===== src/source/cache_pkg.sv =====
package cache_pkg;

    localparam int NUM_SETS   = 32;
    localparam int INDEX_BITS = 5;
    localparam int TAG_BITS   = 8;

    typedef struct packed {
        logic [63:0]         data;
        logic [TAG_BITS-1:0] tag;
        logic                valid;
    } cache_line_t;

    // a block seen by the data side as one double word,
    // and by the fetch side as two instructions, low word first.
    typedef union packed {
        logic [63:0]      dword;
        logic [1:0][31:0] words;
    } cache_block_t;

endpackage


===== src/source/mem_bus_pkg.sv =====
package mem_bus_pkg;

    localparam int ADDR_BITS   = 16;
    localparam int MEM_LATENCY = 4;  // cycles from acceptance to load data.

    typedef enum logic [1:0] {
        BUS_NONE,
        BUS_LOAD,
        BUS_STORE
    } bus_command_t;

    // zero never names a live transaction, so it also means rejected.
    typedef logic [3:0] mem_tag_t;

    typedef logic [12:0] block_addr_t;  // one address per 64-bit block.

    typedef struct packed {
        bus_command_t command;
        block_addr_t  address;
        logic [63:0]  data;
    } bus_request_t;

    // response is the accept tag for this cycle's command.
    // tag marks the cycle in which load data for that tag is on the bus.
    typedef struct packed {
        mem_tag_t    response;
        mem_tag_t    tag;
        logic [63:0] data;
    } bus_response_t;

endpackage


===== src/source/icache.sv =====
`timescale 1ns/100ps

module icache (
    input  logic                              clock,
    input  logic                              reset,
    input  logic                              fetch,
    input  logic [mem_bus_pkg::ADDR_BITS-1:0] pc,
    output logic                              fetch_valid,
    output logic [31:0]                       instruction,
    output mem_bus_pkg::bus_request_t         bus_request,
    input  mem_bus_pkg::bus_response_t        bus_response
);

    typedef enum logic [1:0] {IDLE, REQUEST, WAIT_DATA} fill_state_t;

    fill_state_t                       state;
    cache_pkg::cache_line_t            lines [cache_pkg::NUM_SETS];
    logic [cache_pkg::INDEX_BITS-1:0]  index;
    logic [cache_pkg::TAG_BITS-1:0]    tag;
    logic [mem_bus_pkg::ADDR_BITS-1:0] miss_pc;
    logic [cache_pkg::INDEX_BITS-1:0]  miss_index;
    mem_bus_pkg::mem_tag_t             miss_tag;
    cache_pkg::cache_block_t           hit_block;
    cache_pkg::cache_block_t           fill_block;
    logic                              hit;
    logic                              accepted;
    logic                              fill_done;
    logic                              hit_valid;
    logic [31:0]                       hit_instruction;

    assign index      = pc[3 +: cache_pkg::INDEX_BITS];
    assign tag        = pc[mem_bus_pkg::ADDR_BITS-1 -: cache_pkg::TAG_BITS];
    assign miss_index = miss_pc[3 +: cache_pkg::INDEX_BITS];

    assign hit       = lines[index].valid && (lines[index].tag == tag);
    assign accepted  = bus_response.response != '0;
    assign fill_done = (state == WAIT_DATA) && (bus_response.tag == miss_tag);

    assign hit_block.dword  = lines[index].data;
    assign fill_block.dword = bus_response.data;

    // a fill answers in the cycle its data shows up; a hit answers one cycle late.
    assign fetch_valid = hit_valid | fill_done;
    assign instruction = fill_done ? fill_block.words[miss_pc[2]] : hit_instruction;

    always_comb begin
        bus_request.command = (state == REQUEST) ? mem_bus_pkg::BUS_LOAD : mem_bus_pkg::BUS_NONE;
        bus_request.address = miss_pc[mem_bus_pkg::ADDR_BITS-1:3];
        bus_request.data    = '0;  // fetches never write.
    end

    always_ff @(posedge clock) begin
        if (reset) begin
            state     <= IDLE;
            hit_valid <= 1'b0;
            for (int i = 0; i < cache_pkg::NUM_SETS; i++) begin
                lines[i].valid <= 1'b0;
            end
        end else begin
            hit_valid <= fetch && hit;
            case (state)
                IDLE: begin
                    if (fetch && !hit) begin
                        state <= REQUEST;
                    end
                end
                REQUEST: begin
                    if (accepted) begin
                        state <= WAIT_DATA;
                    end
                end
                WAIT_DATA: begin
                    if (fill_done) begin
                        state <= IDLE;
                        lines[miss_index] <= '{data:  bus_response.data,
                                               tag:   miss_pc[mem_bus_pkg::ADDR_BITS-1 -:
                                                          cache_pkg::TAG_BITS],
                                               valid: 1'b1};
                    end
                end
                default: state <= IDLE;
            endcase
        end
    end

    always_ff @(posedge clock) begin
        if (fetch) begin
            miss_pc         <= pc;
            hit_instruction <= hit_block.words[pc[2]];
        end
        if (state == REQUEST && accepted) begin
            miss_tag <= bus_response.response;
        end
    end

endmodule


===== config.mk =====
export PLATFORM = sky130hd
export DESIGN_NAME = icache
export DESIGN_NICKNAME = d
export VERILOG_FILES = /design/src/source/cache_pkg.sv /design/src/source/mem_bus_pkg.sv /design/src/source/icache.sv
export SDC_FILE = /design/constraint.sdc
export NUM_CORES = 2
export LEC_CHECK = 0
export ABC_CLOCK_PERIOD_IN_PS = 13100
export BUFFER_PORTS_ARGS = -buffer_cell sky130_fd_sc_hd__buf_2
export CORE_MARGIN = 2
export CORE_UTILIZATION = 50
export DETAILED_ROUTE_END_ITERATION = 10
export PLACE_DENSITY = 0.74
export SYNTH_ARGS = -nofsm -noshare
export SYNTH_HDL_FRONTEND = slang
export SYNTH_SLANG_ARGS = --single-unit

===== constraint.sdc =====
create_clock -name clock -period 13.1 [get_ports clock]
set_input_delay 1.31 -clock clock [delete_from_list [all_inputs] [get_ports clock]]
set_output_delay 1.31 -clock clock [all_outputs]
set_load 0.03 [all_outputs]

==> out/qor.txt <==
Final setup vio count: 0
Die width: 433 um
Register area share after synthesis: 0.776
H-tree Lvls: 4
DRC: 0
Overflow after GRT: 0
Initial core utilization: 0.503
Final Util: 0.560
Die span in y: 433 um
DP Wirelength: 106000 um
Count leader, synth: edfxtp_1
P per Cell Area: 150 mW/mm2
Final Cycle Share: 0.420
GP Congestion: 0.755
Final Skew: 0.0314 ns
Slew @ Worst Pin: 1.24 ns
Area Growth Syn to Fin: 11.4%
Syn Inst Count: 3806
Dpl cells: 6283
Largest net degree at the start of global routing: 142
Synth Cell Area: 0.0919 mm2
Max layer used: met5
Global-route usage over all layers: 0.238
Number of synthesized flops with an enable pin: 2354
Hold Path Stages: 2
Clock transition at the registers of the reported paths: 0.07 ns
CTS max path bufs: 3
WL per Instance: 33.0 um
Met3 Wirelength: 20000 um
CP Capture Type: flip-flop
CTS sink cnt: 2389
Biggest area consumer among synthesized cells: edfxtp_1
Skew-Pair Late Insertion Delay: 0.87 ns
First-pass GRT wire length: 315000 um
Met2 routed WL: 114000 um
Final Critical Period: 5.50 ns
Core Footprint: 0.183 mm2
CTS Buf Count: 213
Num rows: 157
Router iterations before antenna repair: 6
Routed Antenna Nets: 0
Largest cells by area after synthesis: edfxtp_1, mux4_2, mux2i_1
Hold Vio Cnt, Final: 0
Highest ir drop seen on vdd: 0.196 mV
Ys Warns: 0
Critical Path RT: 13.58 ns
Post-synth ARST share: 0
DP Worst Slack: 6.78 ns
Max-Cap Viols: 0
Leakage: 31.9 nW
Yosys cell types: 50
Die Area: 0.187 mm2
Final TNS setup: 0 ns
Vias post-DR: 42500
Total Power: 0.0154 W
Post-synth top cells: edfxtp_1, mux4_2, buf_4, buf_2, clkbuf_1
Worst Setup Path Type: input port to flip-flop
Main synth FF type: edfxtp_1
Peak Freq: 182 MHz
Hold WC Path Type: flip-flop to flip-flop
CTS Hold Bufs: 0
Syn_area_per_cell: 24.2 um2
CTS tree: done
Area share of the largest cell type after synthesis: 0.769
Status: finished, final reports clean
Via-per-instance ratio: 6.35
Routed Wire Length: 221000 um
Port Buffer Count: 135
Relative slew slack: 0.163
WP data arrival: 5.98 ns
Final net count: 4125
Vias in the first global route: 43200
CP startpoint kind: input port
Initial antenna violation count: 23
CP Max Fanout: 39
Drt initial violations: 5474
Fill cells: 12800
Post-CTS setup buffers: 0
M1 wire length: 78700 um
Non-filler cells, final: 6691
Final Slew Violations: 0
Root buffer cell: clkbuf_16
Reg2Reg Depth: 9
Final worst slack: 7.60 ns
Resized Gates After CTS: 0
IO Pins: 203
Ratio of cells with drive above 1 in the final layout: 0.312
RSZ-0062 raised after global routing: no
Synth Register Bits: 2389
[per-stage QoR]
step	hold WS [ns]	cell area, um2
after floorplan	0.437	92200
after global placement	0.450	95400
after detailed placement	0.451	95400
after CTS	0.461	102000
after global routing	0.486	102000
final	0.463	102000
[layer usage]
metal  GRT usage  vias to the layer above
met5           0                        -
met4      0.0909                       14
met3      0.0405                      460
met2       0.402                     2572
met1       0.311                    22800
li1            -                    16700
[report_power, final]
group	switching, W	internal (W)
logic	0.000429	0.000289
registers	0.0000201	0.00842
clock network	0.00276	0.00348
total	0.00321	0.0122
[worst max-delay path, cell delays in order]
cell     delay (ns)
buf_2          0.11
xnor2_1        0.17
nand4_1        0.17
or3b_4         0.40
buf_4          0.29
nor2_1         0.28
nand3_1        0.71
nor2_4         1.01
buf_4          0.68
buf_4          0.71
[flip-flops by register name (all words and copies together), names as in the netlist]
register / cells
lines: 2336
hit_instruction: 32
miss_pc: 14
miss_tag: 4
state: 2
hit_valid: 1
[kinds of logic (layout without fill, tap and decap cells)]
logic type	after synthesis	count (layout)	share of synthesized area
muxes	816	816	0.188
buffers and inverters	317	665	0.0188
other	1	74	0.0000408
and+or+nand+nor	166	166	0.00856
xor gates and xnor gates	11	11	0.00105
AOI/OAI and AO/OA	106	106	0.00719
DFF	2389	2389	0.776
[cell usage in the layout (no fill, tap or decap), types with 50 or more instances in the layout]
cell type  Yosys  final
edfxtp_1    2354   2354
mux4_2       719    719
clkbuf_16      0    215
buf_2         82    128
buf_4         90     94
mux2i_1       75     75
conb_1         1     65
clkinv_2       0     52
nand2_1       51     51
clkinv_1       0     50
[layout make-up]
type	instances	area, um2	share of cell area
clock buffer	250	5520	0.0539
timing repair buffer	231	1500	0.0146
antenna	9	22.5	0.000220
inverter	35	131	0.00128
sequential	2389	71400	0.697
clock inverter	149	1460	0.0142
multi-input combinational	1164	19300	0.189
tap	2464	3080	0.0301
[worst paths after layout]
check,from,to,slack [ns]
max,bus_response[67],lines[3][2]$_DFFE_PP_,7.60
min reg2reg,lines[29][0]$_SDFFE_PP1P_,lines[29][0]$_SDFFE_PP1P_,0.46
max reg2reg,miss_tag[3]$_DFFE_PP_,lines[3][2]$_DFFE_PP_,7.71
min,lines[29][0]$_SDFFE_PP1P_,lines[29][0]$_SDFFE_PP1P_,0.46
No activity file was read; power rests on OpenSTA's default activity.
