==> config.mk <==
export PLATFORM = sky130hd
export DESIGN_NAME = dcache
export DESIGN_NICKNAME = d
export VERILOG_FILES = /design/src/source/cache_pkg.sv /design/src/source/mem_bus_pkg.sv /design/src/source/dcache.sv
export SDC_FILE = /design/constraint.sdc
export NUM_CORES = 2
export LEC_CHECK = 0
export ABC_AREA = 1
export ABC_CLOCK_PERIOD_IN_PS = 5400
export BUFFER_PORTS_ARGS = -buffer_cell sky130_fd_sc_hd__buf_2
export CORE_MARGIN = 3
export CORE_UTILIZATION = 30
export DETAILED_ROUTE_END_ITERATION = 16
export HOLD_SLACK_MARGIN = 0.15
export PLACE_DENSITY = 0.52
export SYNTH_ARGS = -nofsm -noshare
export SYNTH_HDL_FRONTEND = slang
export SYNTH_SLANG_ARGS = --single-unit
==> constraint.sdc <==
create_clock -name clock -period 5.4 [get_ports clock]
set_input_delay 0.27 -clock clock [delete_from_list [all_inputs] [get_ports clock]]
set_output_delay 0.27 -clock clock [all_outputs]
set_load 0.1 [all_outputs]
==> src/source/cache_pkg.sv <==
package cache_pkg;

    localparam int NUM_SETS   = 32;
    localparam int INDEX_BITS = 5;
    localparam int TAG_BITS   = 8;

    typedef struct packed {
        logic [63:0]         data;
        logic [TAG_BITS-1:0] tag;
        logic                valid;
    } cache_line_t;

    // a block seen by the data side as one double word,
    // and by the fetch side as two instructions, low word first.
    typedef union packed {
        logic [63:0]      dword;
        logic [1:0][31:0] words;
    } cache_block_t;

endpackage

==> src/source/mem_bus_pkg.sv <==
package mem_bus_pkg;

    localparam int ADDR_BITS   = 16;
    localparam int MEM_LATENCY = 4;  // cycles from acceptance to load data.

    typedef enum logic [1:0] {
        BUS_NONE,
        BUS_LOAD,
        BUS_STORE
    } bus_command_t;

    // zero never names a live transaction, so it also means rejected.
    typedef logic [3:0] mem_tag_t;

    typedef logic [12:0] block_addr_t;  // one address per 64-bit block.

    typedef struct packed {
        bus_command_t command;
        block_addr_t  address;
        logic [63:0]  data;
    } bus_request_t;

    // response is the accept tag for this cycle's command.
    // tag marks the cycle in which load data for that tag is on the bus.
    typedef struct packed {
        mem_tag_t    response;
        mem_tag_t    tag;
        logic [63:0] data;
    } bus_response_t;

endpackage

==> src/source/dcache.sv <==
`timescale 1ns/100ps

module dcache (
    input  logic                              clock,
    input  logic                              reset,
    input  logic                              load,
    input  logic                              store,
    input  logic [mem_bus_pkg::ADDR_BITS-1:0] address,
    input  logic [63:0]                       store_data,
    output logic                              load_valid,
    output logic [63:0]                       load_data,
    output logic                              store_done,
    output mem_bus_pkg::bus_request_t         bus_request,
    input  mem_bus_pkg::bus_response_t        bus_response
);

    typedef enum logic [1:0] {IDLE, LOAD_REQ, LOAD_WAIT, STORE_REQ} data_state_t;

    data_state_t                       state;
    cache_pkg::cache_line_t            lines [cache_pkg::NUM_SETS];
    logic [cache_pkg::INDEX_BITS-1:0]  index;
    logic [cache_pkg::TAG_BITS-1:0]    tag;
    logic [mem_bus_pkg::ADDR_BITS-1:0] req_address;
    logic [63:0]                       req_data;
    logic [cache_pkg::INDEX_BITS-1:0]  req_index;
    mem_bus_pkg::mem_tag_t             miss_tag;
    logic                              hit;
    logic                              accepted;
    logic                              fill_done;
    logic                              hit_valid;
    logic [63:0]                       hit_data;

    assign index     = address[3 +: cache_pkg::INDEX_BITS];
    assign tag       = address[mem_bus_pkg::ADDR_BITS-1 -: cache_pkg::TAG_BITS];
    assign req_index = req_address[3 +: cache_pkg::INDEX_BITS];

    assign hit       = lines[index].valid && (lines[index].tag == tag);
    assign accepted  = bus_response.response != '0;
    assign fill_done = (state == LOAD_WAIT) && (bus_response.tag == miss_tag);

    assign load_valid = hit_valid | fill_done;
    assign load_data  = fill_done ? bus_response.data : hit_data;
    assign store_done = (state == STORE_REQ) && accepted;  // write-through ends at acceptance.

    always_comb begin
        bus_request.address = req_address[mem_bus_pkg::ADDR_BITS-1:3];
        bus_request.data    = req_data;
        case (state)
            LOAD_REQ:  bus_request.command = mem_bus_pkg::BUS_LOAD;
            STORE_REQ: bus_request.command = mem_bus_pkg::BUS_STORE;
            default:   bus_request.command = mem_bus_pkg::BUS_NONE;
        endcase
    end

    always_ff @(posedge clock) begin
        if (reset) begin
            state     <= IDLE;
            hit_valid <= 1'b0;
            for (int i = 0; i < cache_pkg::NUM_SETS; i++) begin
                lines[i].valid <= 1'b0;
            end
        end else begin
            hit_valid <= load && hit;
            case (state)
                IDLE: begin
                    if (load && !hit) begin
                        state <= LOAD_REQ;
                    end else if (store) begin
                        state <= STORE_REQ;
                        if (hit) begin
                            lines[index].data <= store_data;  // a store miss leaves the line alone.
                        end
                    end
                end
                LOAD_REQ: begin
                    if (accepted) begin
                        state <= LOAD_WAIT;
                    end
                end
                LOAD_WAIT: begin
                    if (fill_done) begin
                        state <= IDLE;
                        lines[req_index] <= '{data:  bus_response.data,
                                              tag:   req_address[mem_bus_pkg::ADDR_BITS-1 -:
                                                         cache_pkg::TAG_BITS],
                                              valid: 1'b1};
                    end
                end
                STORE_REQ: begin
                    if (accepted) begin
                        state <= IDLE;
                    end
                end
                default: state <= IDLE;
            endcase
        end
    end

    always_ff @(posedge clock) begin
        if (load || store) begin
            req_address <= address;
        end
        if (store) begin
            req_data <= store_data;
        end
        if (load) begin
            hit_data <= lines[index].data;
        end
        if (state == LOAD_REQ && accepted) begin
            miss_tag <= bus_response.response;
        end
    end

endmodule

==> summary.txt <==
Run status
  • Status: finished, final reports clean

Final layout
  • Layout cells sized above 1: 12.0%
  • Cell Count, Final, Fillers Out: 12500
  • Fillers: 31000
  • FF/Latch Area: 74600 um2
  • Area occupied by multi-input gates: 21200 um2
  • Area grow syn2layout: 18.7%
  • Final nets: 8132

STA
  • Hold Fails Final Rpt: 0
  • Setup violations, final: 0
  • Max-slew violations: 0
  • Worst slew margin: 15.7%
  • Final period util: 91.8%
  • Max Fclk: 0.202 GHz
  • Clock skew: 0.0368 ns
  • Final worst path period need: 4.96 ns
  • Setup_tns: 0 ns
  • Unrepaired setup endpoints after global routing: no
  • Worst Max-Slew Pin Slew: 1.27 ns

Power and ir drop
  • Leak pwr: 37.9 nW
  • VDD IR max: 0.231 mV
  • Power Total: 0.0435 W
  • Power Density: 374 nW/um2

Logic synthesis
  • Post-synth EDFFs: 2481
  • Syn Inst Count: 7549
  • Yosys Warn Count: 0
  • Register area share after synthesis: 76.1%
  • Synth area leader: edfxtp_1
  • Top-count cell post-synth: edfxtp_1
  • Synthesized area: 97900 um2
  • Synthesized area per cell: 13.0 um2
  • Synth Flop Type: edfxtp_1
  • Most instantiated cells after synthesis: edfxtp_1, o21ai_0, nor2_1
  • Seq cells post-synth: 2484
  • Distinct cells, synth: 34
  • Syn_nets: 7705
  • Synth top area cells: edfxtp_1, o21ai_0, nor2_1
  • Post-synth ARST share: 0%
  • Synth top area share: 76.1%

Place
  • Final RePlAce weighted congestion: 0.762
  • Placed Instances: 11800
  • Buffers on Ports: 297
  • DP Wirelength: 149 mm

GRT
  • Vias in the first global route: 63100
  • Pin count of the biggest net entering global routing: 218
  • First-pass GRT wire length: 434 mm
  • Grt met1 use: 23.8%
  • Total gr overflow: 0
  • GR peak layer: met2
  • Initial antenna violation count: 7
  • Met3 usage: 2.44%
  • GR Layer Usage met2: 28.4%
  • Total track usage: 17.4%

Die
  • Initial Util: 30.2%
  • Die W: 577 um
  • Die Y: 577 um
  • Die Area: 333000 um2
  • # rows: 209
  • Core area: 325000 um2
  • Boundary Pins: 301

Worst hold path
  • Hold crit path type: primary input to register

Critical path
  • Critical path data arrival time: 5.52 ns
  • CP max-delay cell: o21ai_1
  • Crit end category: register
  • Slowest stage delay, CP: 0.83 ns
  • Worst-path maximum fanout: 22
  • Most frequent cell on the critical path: nand2_1
  • Critical path launch point type: register
  • Worst setup path class: register to register
  • Critical-path cell list: or2_0 -> a21oi_1 -> dlygate4sd3_1 -> nand2_1 -> clkinv_1 -> nand3_4 -> o21ai_1 -> inv_1 -> nor2_1 -> nand2_1 -> nor2_4 -> buf_4
  • Required time of the worst setup path: 5.96 ns

Clocking
  • TritonCTS Buffers: 283
  • H-tree levels: 5
  • CTS tree: yes
  • Clock transition at path regs: 0.06 ns
  • CTS sink cnt: 2484
  • Worst-skew pair later-pin latency: 0.89 ns
  • Post-CTS Setup Bufs: 0
  • Clock Root Buffer: clkbuf_16
  • Clock Path Buffers: 4

Drt
  • DRT Pass-1 Iters: 5
  • Routed vias/inst: 5.16
  • Iter 0 DRT Violations: 6482
  • Final ANT Viol Nets: 0
  • Routed wire length per instance: 23.9 um
  • DRC violation count after routing: 0
  • Post-Route WL: 299 mm
  • Vias: 64500

Job
  • Max-cap viol count: 0
power by group:
part | switching, W | leakage (nW) | internal (W)
registers | 0.0000626 | 22.1 | 0.0214
clock network | 0.00781 | 4.32 | 0.0108
logic | 0.00267 | 11.5 | 0.000770
total | 0.0105 | 37.9 | 0.0330
path summary, 6_finish.rpt:
path / from / to / slack [ns] / cells past startpoint
max: miss_tag[1] / lines[26][24] / 0.44 / 12
min: bus_response[15] / lines[29][24] / 0.20 / 3
max reg2reg: miss_tag[1] / lines[26][24] / 0.44 / 12
min reg2reg: state[1] / state[1] / 0.53 / 2
metal layers:
metal,vias up,routed length (um)
li1,28800,-
met1,32900,130000
met2,2351,142000
met3,481,18900
met4,0,9270
met5,-,0
cell type report:
| class | count | area share, % |
|---|---|---|
| multi-input combinational | 4420 | 18.2 |
| clock inverter | 146 | 1.25 |
| inverter | 99 | 0.353 |
| timing repair buffer | 688 | 4.99 |
| tap | 4325 | 4.66 |
| sequential | 2484 | 64.1 |
| clock buffer | 348 | 6.39 |
| antenna | 2 | 0.00431 |
worst max-delay path, delay by kind of cell, from the launching register on:
family          cells  cell delay (ns)
simple gates        6             1.95
compound gates      2             0.96
buf+inv             4             1.29
flops               1             0.38
stage by stage:
stage	setup slack (ns)	hold slack (ns)	util [%]	cell area, um2
floorplan	0.389	0.349	-	97900
global placement	0.709	0.463	32.4	105000
detailed placement	0.708	0.464	32.4	105000
CTS	0.529	0.151	35.8	116000
global route	0.191	0.209	35.8	116000
finish	0.444	0.200	35.8	116000
timing repair:
action / in CTS / in global routing
resized for setup: 0 / 0
endpoints found under the hold margin: 1553 / 107
hold buffers: 197 / 4
placed cells by master (no fill, tap or decap), types with 15 or more instances in the layout:
cell	instances
clkbuf_16	288
clkinv_1	53
clkinv_2	41
o221ai_1	69
edfxtp_1	2481
nor2_4	32
o21ai_2	58
buf_12	65
dlygate4sd3_1	201
o31ai_1	15
a31oi_1	22
buf_4	124
bufinv_16	19
nor2_1	1309
nand3_1	262
o21ai_0	1337
a21oi_1	41
clkbuf_1	60
nand2_1	695
o22ai_1	516
inv_1	92
buf_2	290
cell families (layout without fill, tap and decap cells):
| family | Yosys count | in the layout | share of synthesized area, % |
|---|---|---|---|
| DFF | 2484 | 2484 | 76.1 |
| and+or+nand+nor | 2320 | 2320 | 9.34 |
| AOI/OAI and AO/OA | 2097 | 2097 | 11.8 |
| buffers and inverters | 645 | 1281 | 2.73 |
| xor gates and xnor gates | 3 | 3 | 0.0268 |
| other | 0 | 2 | 0 |
sequential cells by signal (all words and copies together), names as in the netlist:
name / flops
lines: 2336
req_data: 64
req_address: 13
state: 2
miss_tag: 4
hit_data: 64
hit_valid: 1
(Power assumes the default switching activity.)
