File: config.mk
export PLATFORM = sky130hd
export DESIGN_NAME = mem_arbiter
export DESIGN_NICKNAME = d
export VERILOG_FILES = /design/src/source/mem_bus_pkg.sv /design/src/source/mem_arbiter.sv
export SDC_FILE = /design/constraint.sdc
export NUM_CORES = 1
export LEC_CHECK = 0
export BUFFER_PORTS_ARGS = -buffer_cell sky130_fd_sc_hd__buf_2
export CAP_MARGIN = 40
export CORE_AREA = 2 2 178 180
export DETAILED_ROUTE_END_ITERATION = 10
export DIE_AREA = 0 0 180 182
export PLACE_DENSITY = 0.4
export SYNTH_ARGS = -nofsm -noshare
export SYNTH_HDL_FRONTEND = slang
export SYNTH_SLANG_ARGS = --single-unit
export TNS_END_PERCENT = 50
File: constraint.sdc
create_clock -name clock -period 4 [get_ports clock]
set_input_delay 0 -clock clock [delete_from_list [all_inputs] [get_ports clock]]
set_output_delay 0 -clock clock [all_outputs]
set_load 0.1 [all_outputs]
File: src/source/mem_bus_pkg.sv
package mem_bus_pkg;

    localparam int ADDR_BITS   = 16;
    localparam int MEM_LATENCY = 4;  // cycles from acceptance to load data.

    typedef enum logic [1:0] {
        BUS_NONE,
        BUS_LOAD,
        BUS_STORE
    } bus_command_t;

    // zero never names a live transaction, so it also means rejected.
    typedef logic [3:0] mem_tag_t;

    typedef logic [12:0] block_addr_t;  // one address per 64-bit block.

    typedef struct packed {
        bus_command_t command;
        block_addr_t  address;
        logic [63:0]  data;
    } bus_request_t;

    // response is the accept tag for this cycle's command.
    // tag marks the cycle in which load data for that tag is on the bus.
    typedef struct packed {
        mem_tag_t    response;
        mem_tag_t    tag;
        logic [63:0] data;
    } bus_response_t;

endpackage

File: src/source/mem_arbiter.sv
`timescale 1ns/100ps

module mem_arbiter (
    input  logic                       clock,
    input  logic                       reset,
    input  mem_bus_pkg::bus_request_t  imem_request,
    input  mem_bus_pkg::bus_request_t  dmem_request,
    output mem_bus_pkg::bus_response_t imem_response,
    output mem_bus_pkg::bus_response_t dmem_response,
    output mem_bus_pkg::bus_request_t  mem_request,
    input  mem_bus_pkg::bus_response_t mem_response
);

    typedef enum logic [1:0] {IDLE, IMEM, DMEM} owner_t;

    owner_t state;
    owner_t owner;
    logic   imem_busy;
    logic   dmem_busy;
    logic   owner_is_data [1:15];  // one entry per live tag.
    logic   tag_is_data;
    logic   tag_is_inst;

    assign imem_busy = imem_request.command != mem_bus_pkg::BUS_NONE;
    assign dmem_busy = dmem_request.command != mem_bus_pkg::BUS_NONE;

    // the owner holds on while it has work, otherwise the bus moves over or goes idle.
    always_comb begin
        case (state)
            IMEM: begin
                owner = imem_busy ? IMEM : (dmem_busy ? DMEM : IDLE);
            end
            DMEM: begin
                owner = dmem_busy ? DMEM : (imem_busy ? IMEM : IDLE);
            end
            default: begin
                owner = dmem_busy ? DMEM : (imem_busy ? IMEM : IDLE);  // data goes first.
            end
        endcase
    end

    always_ff @(posedge clock) begin
        if (reset) begin
            state <= IDLE;
        end else begin
            state <= owner;
        end
    end

    always_comb begin
        case (owner)
            IMEM:    mem_request = imem_request;
            DMEM:    mem_request = dmem_request;
            default: mem_request = '{command: mem_bus_pkg::BUS_NONE, address: '0, data: '0};
        endcase
    end

    always_ff @(posedge clock) begin
        if (mem_request.command == mem_bus_pkg::BUS_LOAD && mem_response.response != '0) begin
            owner_is_data[mem_response.response] <= (owner == DMEM);
        end
    end

    assign tag_is_data = (mem_response.tag != '0) && owner_is_data[mem_response.tag];
    assign tag_is_inst = (mem_response.tag != '0) && !owner_is_data[mem_response.tag];

    // the side that lost this cycle sees a zero accept tag and keeps its command up.
    always_comb begin
        imem_response.response = (owner == IMEM) ? mem_response.response : '0;
        imem_response.tag      = tag_is_inst ? mem_response.tag : '0;
        imem_response.data     = mem_response.data;
        dmem_response.response = (owner == DMEM) ? mem_response.response : '0;
        dmem_response.tag      = tag_is_data ? mem_response.tag : '0;
        dmem_response.data     = mem_response.data;
    end

endmodule

==> out/results.ini, run 1 <==
[flow_run]
cap_violations=0

[timing]
setup-violations-final=0
drv_slew=0
skew_ns=0.00404
hold_viol=0
layout_min_cycle_time_ns=3.05
finalCritPeriodShare=0.762
worst-slew-pin-transition_ns=0.584
rsz0062_at_grt=false
max-slew-margin-rel=0.611
fin_setup_tns_ns=0
fmax_mhz=328

[synth]
synthAdderAreaFrac=0.00816
synth_xor_area_frac=0
synthSimpleGateAreaFrac=0.196
ys_seq_area_frac=0.160
synthFlopType=edfxtp_1
synth_top_area_share=0.313
yosysWarnings=0
yosys-top-cells-area=buf_4 31%, a22oi_1 19%, edfxtp_1 15%
synth-edff-count=15
ys_async_sr_fraction=0
synth_compound_area_frac=0.218
yosys.area.top_type=buf_4
syn_area_per_cell_sq_um=7.51
syn_area_sq_um=3070
synthMuxAreaShare=0.0457
syn_inst=408
ys_types=41
synth_seq_cells=17
synth_top_family_by_area=buffers and inverters
syn-num-nets=642

[critical_path]
path_max_fanout=52
reg2reg_slack_ns=1.34
cp-start-kind=flip-flop
path_class=flip-flop to primary output
r2r_start=state[0]
crit_arrival_ns=3.05
critPathLaunch=state[0]
cp.required_ns=4.00
end_kind=primary output

[floorplanning]
io_pins=455
dieArea_sq_um=32800
start_util=0.0989
die_y_um=182
chipWidth_um=180
fp.coreArea_sq_um=31000
rows=65

[grt]
gr-usage-met1=0.104
top_usage_layer=met2
grt_use_met3=0.0253
antenna_found_initial=1
grt_max_degree=77
grt.met2_usage=0.133
grt_overflow_total=0
grt_pass1_vias=3307
grt_pass1_wl_mm=20.8
track_usage=0.0832

[detailed_routing]
drt_iter0_markers=178
post-route-drc-count=0
wire_per_inst_um=16.1
routed_wirelength_mm=14.8
vias_per_cell=3.63
dr.pass1.iters=4
route.vias.total=3328
ant_nets=0

[power_and_ir_drop]
vdd_ir_drop_max_uv=139
clockPowerShare=0.131
intPower_w=0.000546
switching_power_w=0.00101
comb_power_share=0.742
swShare=0.649
pwr-share-seq=0.128
powerDensity_nw_per_um2=398
p_leak_nw=1.85

[clocking]
clk_path_buf_depth=2
cts_tree=done
cts_sinks=17
clock_latency_ns=0.25
clk_transition_reported_paths_ns=0.05
cts_buffers=3
postCtsSetupBuffers=0
cts_max_level=1
root_buffer=clkbuf_16

[final_layout]
final_nets=751
area_growth_pct=27.6
n_antenna_cell=0
drive_gt1_frac=0.543
final_util=0.126
fillers=3595

[run_status]
outcome=finished, final reports clean

[worst_hold_path]
hold_class=input pin to primary output
worstHoldStart=mem_response[23]

[place]
gp_congestion=0.739
dp_hpwl_mm=12.4
io_buffer_count=262

## Yosys cell counts (2+ instances only)
cell type,number
buf_4,128
nor2_1,83
a22oi_1,77
clkbuf_1,22
edfxtp_1,15
and2_1,10
nor3_1,10
buf_1,7
inv_1,4
mux4_2,4
nor2b_1,4
nand2_1,3
nor4_1,3
buf_2,2
dfxtp_1,2
ha_1,2
mux2_4,2
mux2i_1,2
nand2b_1,2
nand3_1,2
nand4b_1,2
nor4b_1,2
o211ai_1,2
## cell type report
class	count	area [sq um]	share of cell area
multi-input combinational	225	1460	0.373
timing repair buffer	266	1360	0.349
tap	402	503	0.129
sequential	17	490	0.125
clock buffer	4	78.8	0.0202
inverter	4	15.0	0.00384
## metal layers
metal,wire (um),up-vias
li1,-,1522
met3,1430,52
met5,0,-
met1,6100,1501
met4,568,0
met2,6720,253
## critical path, stage by stage (launching register included)
cell and delay (ns):
dfxtp_1 0.30, nor2b_1 0.12, o22ai_1 0.30, ha_4 0.59
buf_4 0.57, a22oi_1 0.24, nor2_1 0.17, buf_2 0.45
## state kept, by name (all words and copies together), names as in the netlist
signal / flops
owner_is_data: 15
state: 2
## power by group through the flow
stage                     logic, W  registers [W]  clock network (W)
after detailed placement   0.00116       0.000203                  0
after global routing       0.00120       0.000199           0.000214
after CTS                  0.00116       0.000199           0.000209
final                      0.00115       0.000199           0.000203
after floorplan            0.00150       0.000202                  0
after global placement     0.00115       0.000203                  0
## cells in the final DEF (no fill, tap or decap), types with 2 or more instances in the layout
cell type / n
nor3_1: 10
nor2_1: 83
nor2b_1: 4
dfxtp_1: 2
edfxtp_1: 15
nand2b_1: 2
buf_2: 262
nor4_1: 3
inv_1: 4
mux2_4: 2
clkbuf_16: 3
and2_1: 10
nand2_1: 3
nand3_1: 2
ha_4: 2
mux4_2: 4
buf_4: 2
nand4b_1: 2
o211ai_1: 2
nor4b_1: 2
a22oi_1: 77
mux2i_1: 2
## stage by stage
step | worst slack (ns) | instances | instance area (sq um) | total power, W | hold WS [ns]
floorplan | 1.11 | 408 | 3070 | 0.00170 | 0.0724
global placement | 1.21 | 912 | 3790 | 0.00135 | 0.000994
detailed placement | 1.15 | 913 | 3820 | 0.00136 | 0.000994
CTS | 0.878 | 918 | 3910 | 0.00157 | 0.000994
global route | 0.731 | 918 | 3910 | 0.00161 | 0.000135
finish | 0.953 | 918 | 3910 | 0.00156 | 0.0000258
## path summary, 6_finish.rpt
path,endpoint,cells after the start
max,mem_request[2],7
min,imem_response[23],0
max reg2reg,owner_is_data[3],6
min reg2reg,state[0],3
## logic make-up (layout without fill, tap and decap cells)
logic type      count (synthesis)  after routing
buf+inv                       166            274
simple gates                  128            128
compound gates                 87             87
flops                          17             17
mux                             8              8
fa+ha+maj                       2              2
## timing repair
item / CTS / global route
hold buffers: 1 / 0
endpoints found under the hold margin: 2 / 0
gates resized for setup: 0 / 0
Note: power is estimated with default switching activity, not from simulation.
==> run 2, diff against run 1 <==
- ABC_AREA: not set -> 1
- CORE_AREA: 2 2 178 180 -> 2 2 174 176
- DIE_AREA: 0 0 180 182 -> 0 0 176 178
- PLACE_DENSITY: 0.4 -> 0.41
- clock period: 4 -> 3.1 ns (I/O delays scaled with it)
==> out/results.ini, run 2 <==
[run_status]
outcome=finished, final reports clean

[synth]
syn-num-nets=774
yosys.area.top_type=buf_4
yosys-top-cells-area=buf_4 31%, nand2_1 23%, edfxtp_1 14%
synth.most_common_cell=nand2_1
synth-edff-count=15
yosysWarnings=0
syn_area_per_cell_sq_um=5.79
ys_seq_area_frac=0.157
syn_area_sq_um=3120
synth_commonest_cells=189 x nand2_1, 128 x buf_4, 78 x a21oi_1
syn_inst=540
synth_top_area_share=0.308
synthFlopType=edfxtp_1
ys_async_sr_fraction=0
synth_seq_cells=17
ys_types=23

[final_layout]
drive_gt1_frac=0.425
final_cell_mix=262 x buf_2, 189 x nand2_1, 78 x a21oi_1, 33 x nor2_1, 33 x inv_1
area_growth_pct=29.0
regMostFlops=owner_is_data
layout.cells.non_filler=1049
multiInputGateArea_sq_um=1440
reg_top3=owner_is_data x15, state x2
final_util=0.137
largest_reg_flops=15
fillers=3474
final_common_cell=buf_2
final_nets=891
layout.area.seq_sq_um=490

[clocking]
clk_path_buf_depth=2
cts_tree=done
root_buffer=clkbuf_16
cts_buffers=3
cts_sinks=17
clk_transition_reported_paths_ns=0.05
cts_max_level=1
clock_latency_ns=0.24

[detailed_routing]
drt_iter0_markers=113
dr.pass1.iters=4
wire_per_inst_um=15.0
route.vias.total=3649
vias_per_cell=3.48
post-route-drc-count=0
ant_nets=0
routed_wirelength_mm=15.8

[power_and_ir_drop]
powerDensity_nw_per_um2=500
intPower_w=0.000679
comb_power_share=0.747
vdd_ir_drop_max_uv=168
clockPowerShare=0.125
switching_power_w=0.00134
finalPower_w=0.00202
swShare=0.663
p_leak_nw=2.11
pwr-share-seq=0.127

[timing]
layout_min_cycle_time_ns=2.51
max-slew-margin-rel=0.565
fmax_mhz=398
worst-slew-pin-transition_ns=0.653
skew_ns=0.00146
fin_setup_tns_ns=0
finalCritPeriodShare=0.810
drv_slew=0
setup-violations-final=0
rsz0062_at_grt=false
hold_viol=0

[grt]
antenna_found_initial=8
track_usage=0.0936
grt_overflow_total=0
grt_pass1_wl_mm=22.2
grt_max_degree=75
grt_pass1_vias=3493

[place]
io_buffer_count=262
place_inst=1041
gp_congestion=0.708
dp_hpwl_mm=13.3

[floorplanning]
chipWidth_um=176
io_pins=455
die_y_um=178
rows=63
fp.coreArea_sq_um=29400
start_util=0.106
dieArea_sq_um=31300

[critical_path]
path_class=flip-flop to primary output
cpPeakStageDelay_ns=0.49
end_kind=primary output
cp_cell_sequence=inv_1 > nor2_1 > inv_1 > nor2_1 > inv_1 > nand2_1 > inv_1 > ha_4 > buf_12 > nand2_1 > a21oi_1 > buf_2
crit_arrival_ns=2.51
cpMaxStageDelayCell=buf_2
cp_common_cell=inv_1
cp.required_ns=3.10
cp-start-kind=flip-flop
path_max_fanout=74

[flow_run]
cap_violations=0

[worst_hold_path]
hold_class=input pin to primary output

[run 2: stage by stage]
step                worst slack (ns)  hold slack, ns  area [sq um]
floorplan                      0.171          0.0724          3120
global placement               0.781         0.00105          3930
detailed placement             0.798         0.00105          3930
CTS                            0.528         0.00105          4020
global route                   0.386        0.000299          4030
finish                         0.588       0.0000235          4030
[run 2: routing by layer]
metal  track usage  part of all wire
met3        0.0343              0.10
met5             0            0.0032
met1         0.107              0.38
met2         0.158              0.48
met4        0.0379             0.036
[run 2: logic make-up after synthesis]
kind of cell / synth area share
buffers and inverters: 0.390
adders and majority gates: 0.00801
AOI/OAI and AO/OA: 0.141
and+or+nand+nor: 0.304
DFF: 0.157
[run 2: worst max-delay path: cells and delay by family, from the launching register on]
| kind | cells | cell delay [ns] |
|---|---|---|
| AOI/OAI and AO/OA | 1 | 0.25 |
| adders and majority gates | 1 | 0.33 |
| buffers and inverters | 6 | 1.04 |
| DFF | 1 | 0.29 |
| and+or+nand+nor | 4 | 0.25 |
[run 2: final cells by class]
type                       instances  area share
antenna                            3     0.00186
clock buffer                       3      0.0186
clock inverter                     1     0.00124
inverter                          36      0.0335
multi-input combinational        330       0.357
sequential                        17       0.122
tap                              390       0.121
timing repair buffer             269       0.345
[run 2: worst paths after layout]
kind,end,startpoint,cells past startpoint,slack [ns]
hold / removal,imem_response[1],mem_response[1],0,0.00002
setup / recovery,mem_request[66],state[0],12,0.59
setup reg to reg,owner_is_data[15],state[0],13,0.86
hold reg to reg,state[0],state[1],7,0.78
[run 2: repair_timing]
action	4_1_cts	5_1_grt
buffers inserted	0	0
hold endpoints to repair	2	0
gates resized for setup	0	0
hold buffers	1	0
[run 2: power groups by stage]
stage	sequential, W	clock (W)	combinational, W
2_1_floorplan	0.000261	0	0.00194
3_3_place_gp	0.000262	0	0.00152
3_5_place_dp	0.000261	0	0.00152
4_1_cts	0.000257	0.000258	0.00153
5_1_grt	0.000257	0.000272	0.00158
6_report	0.000257	0.000253	0.00151
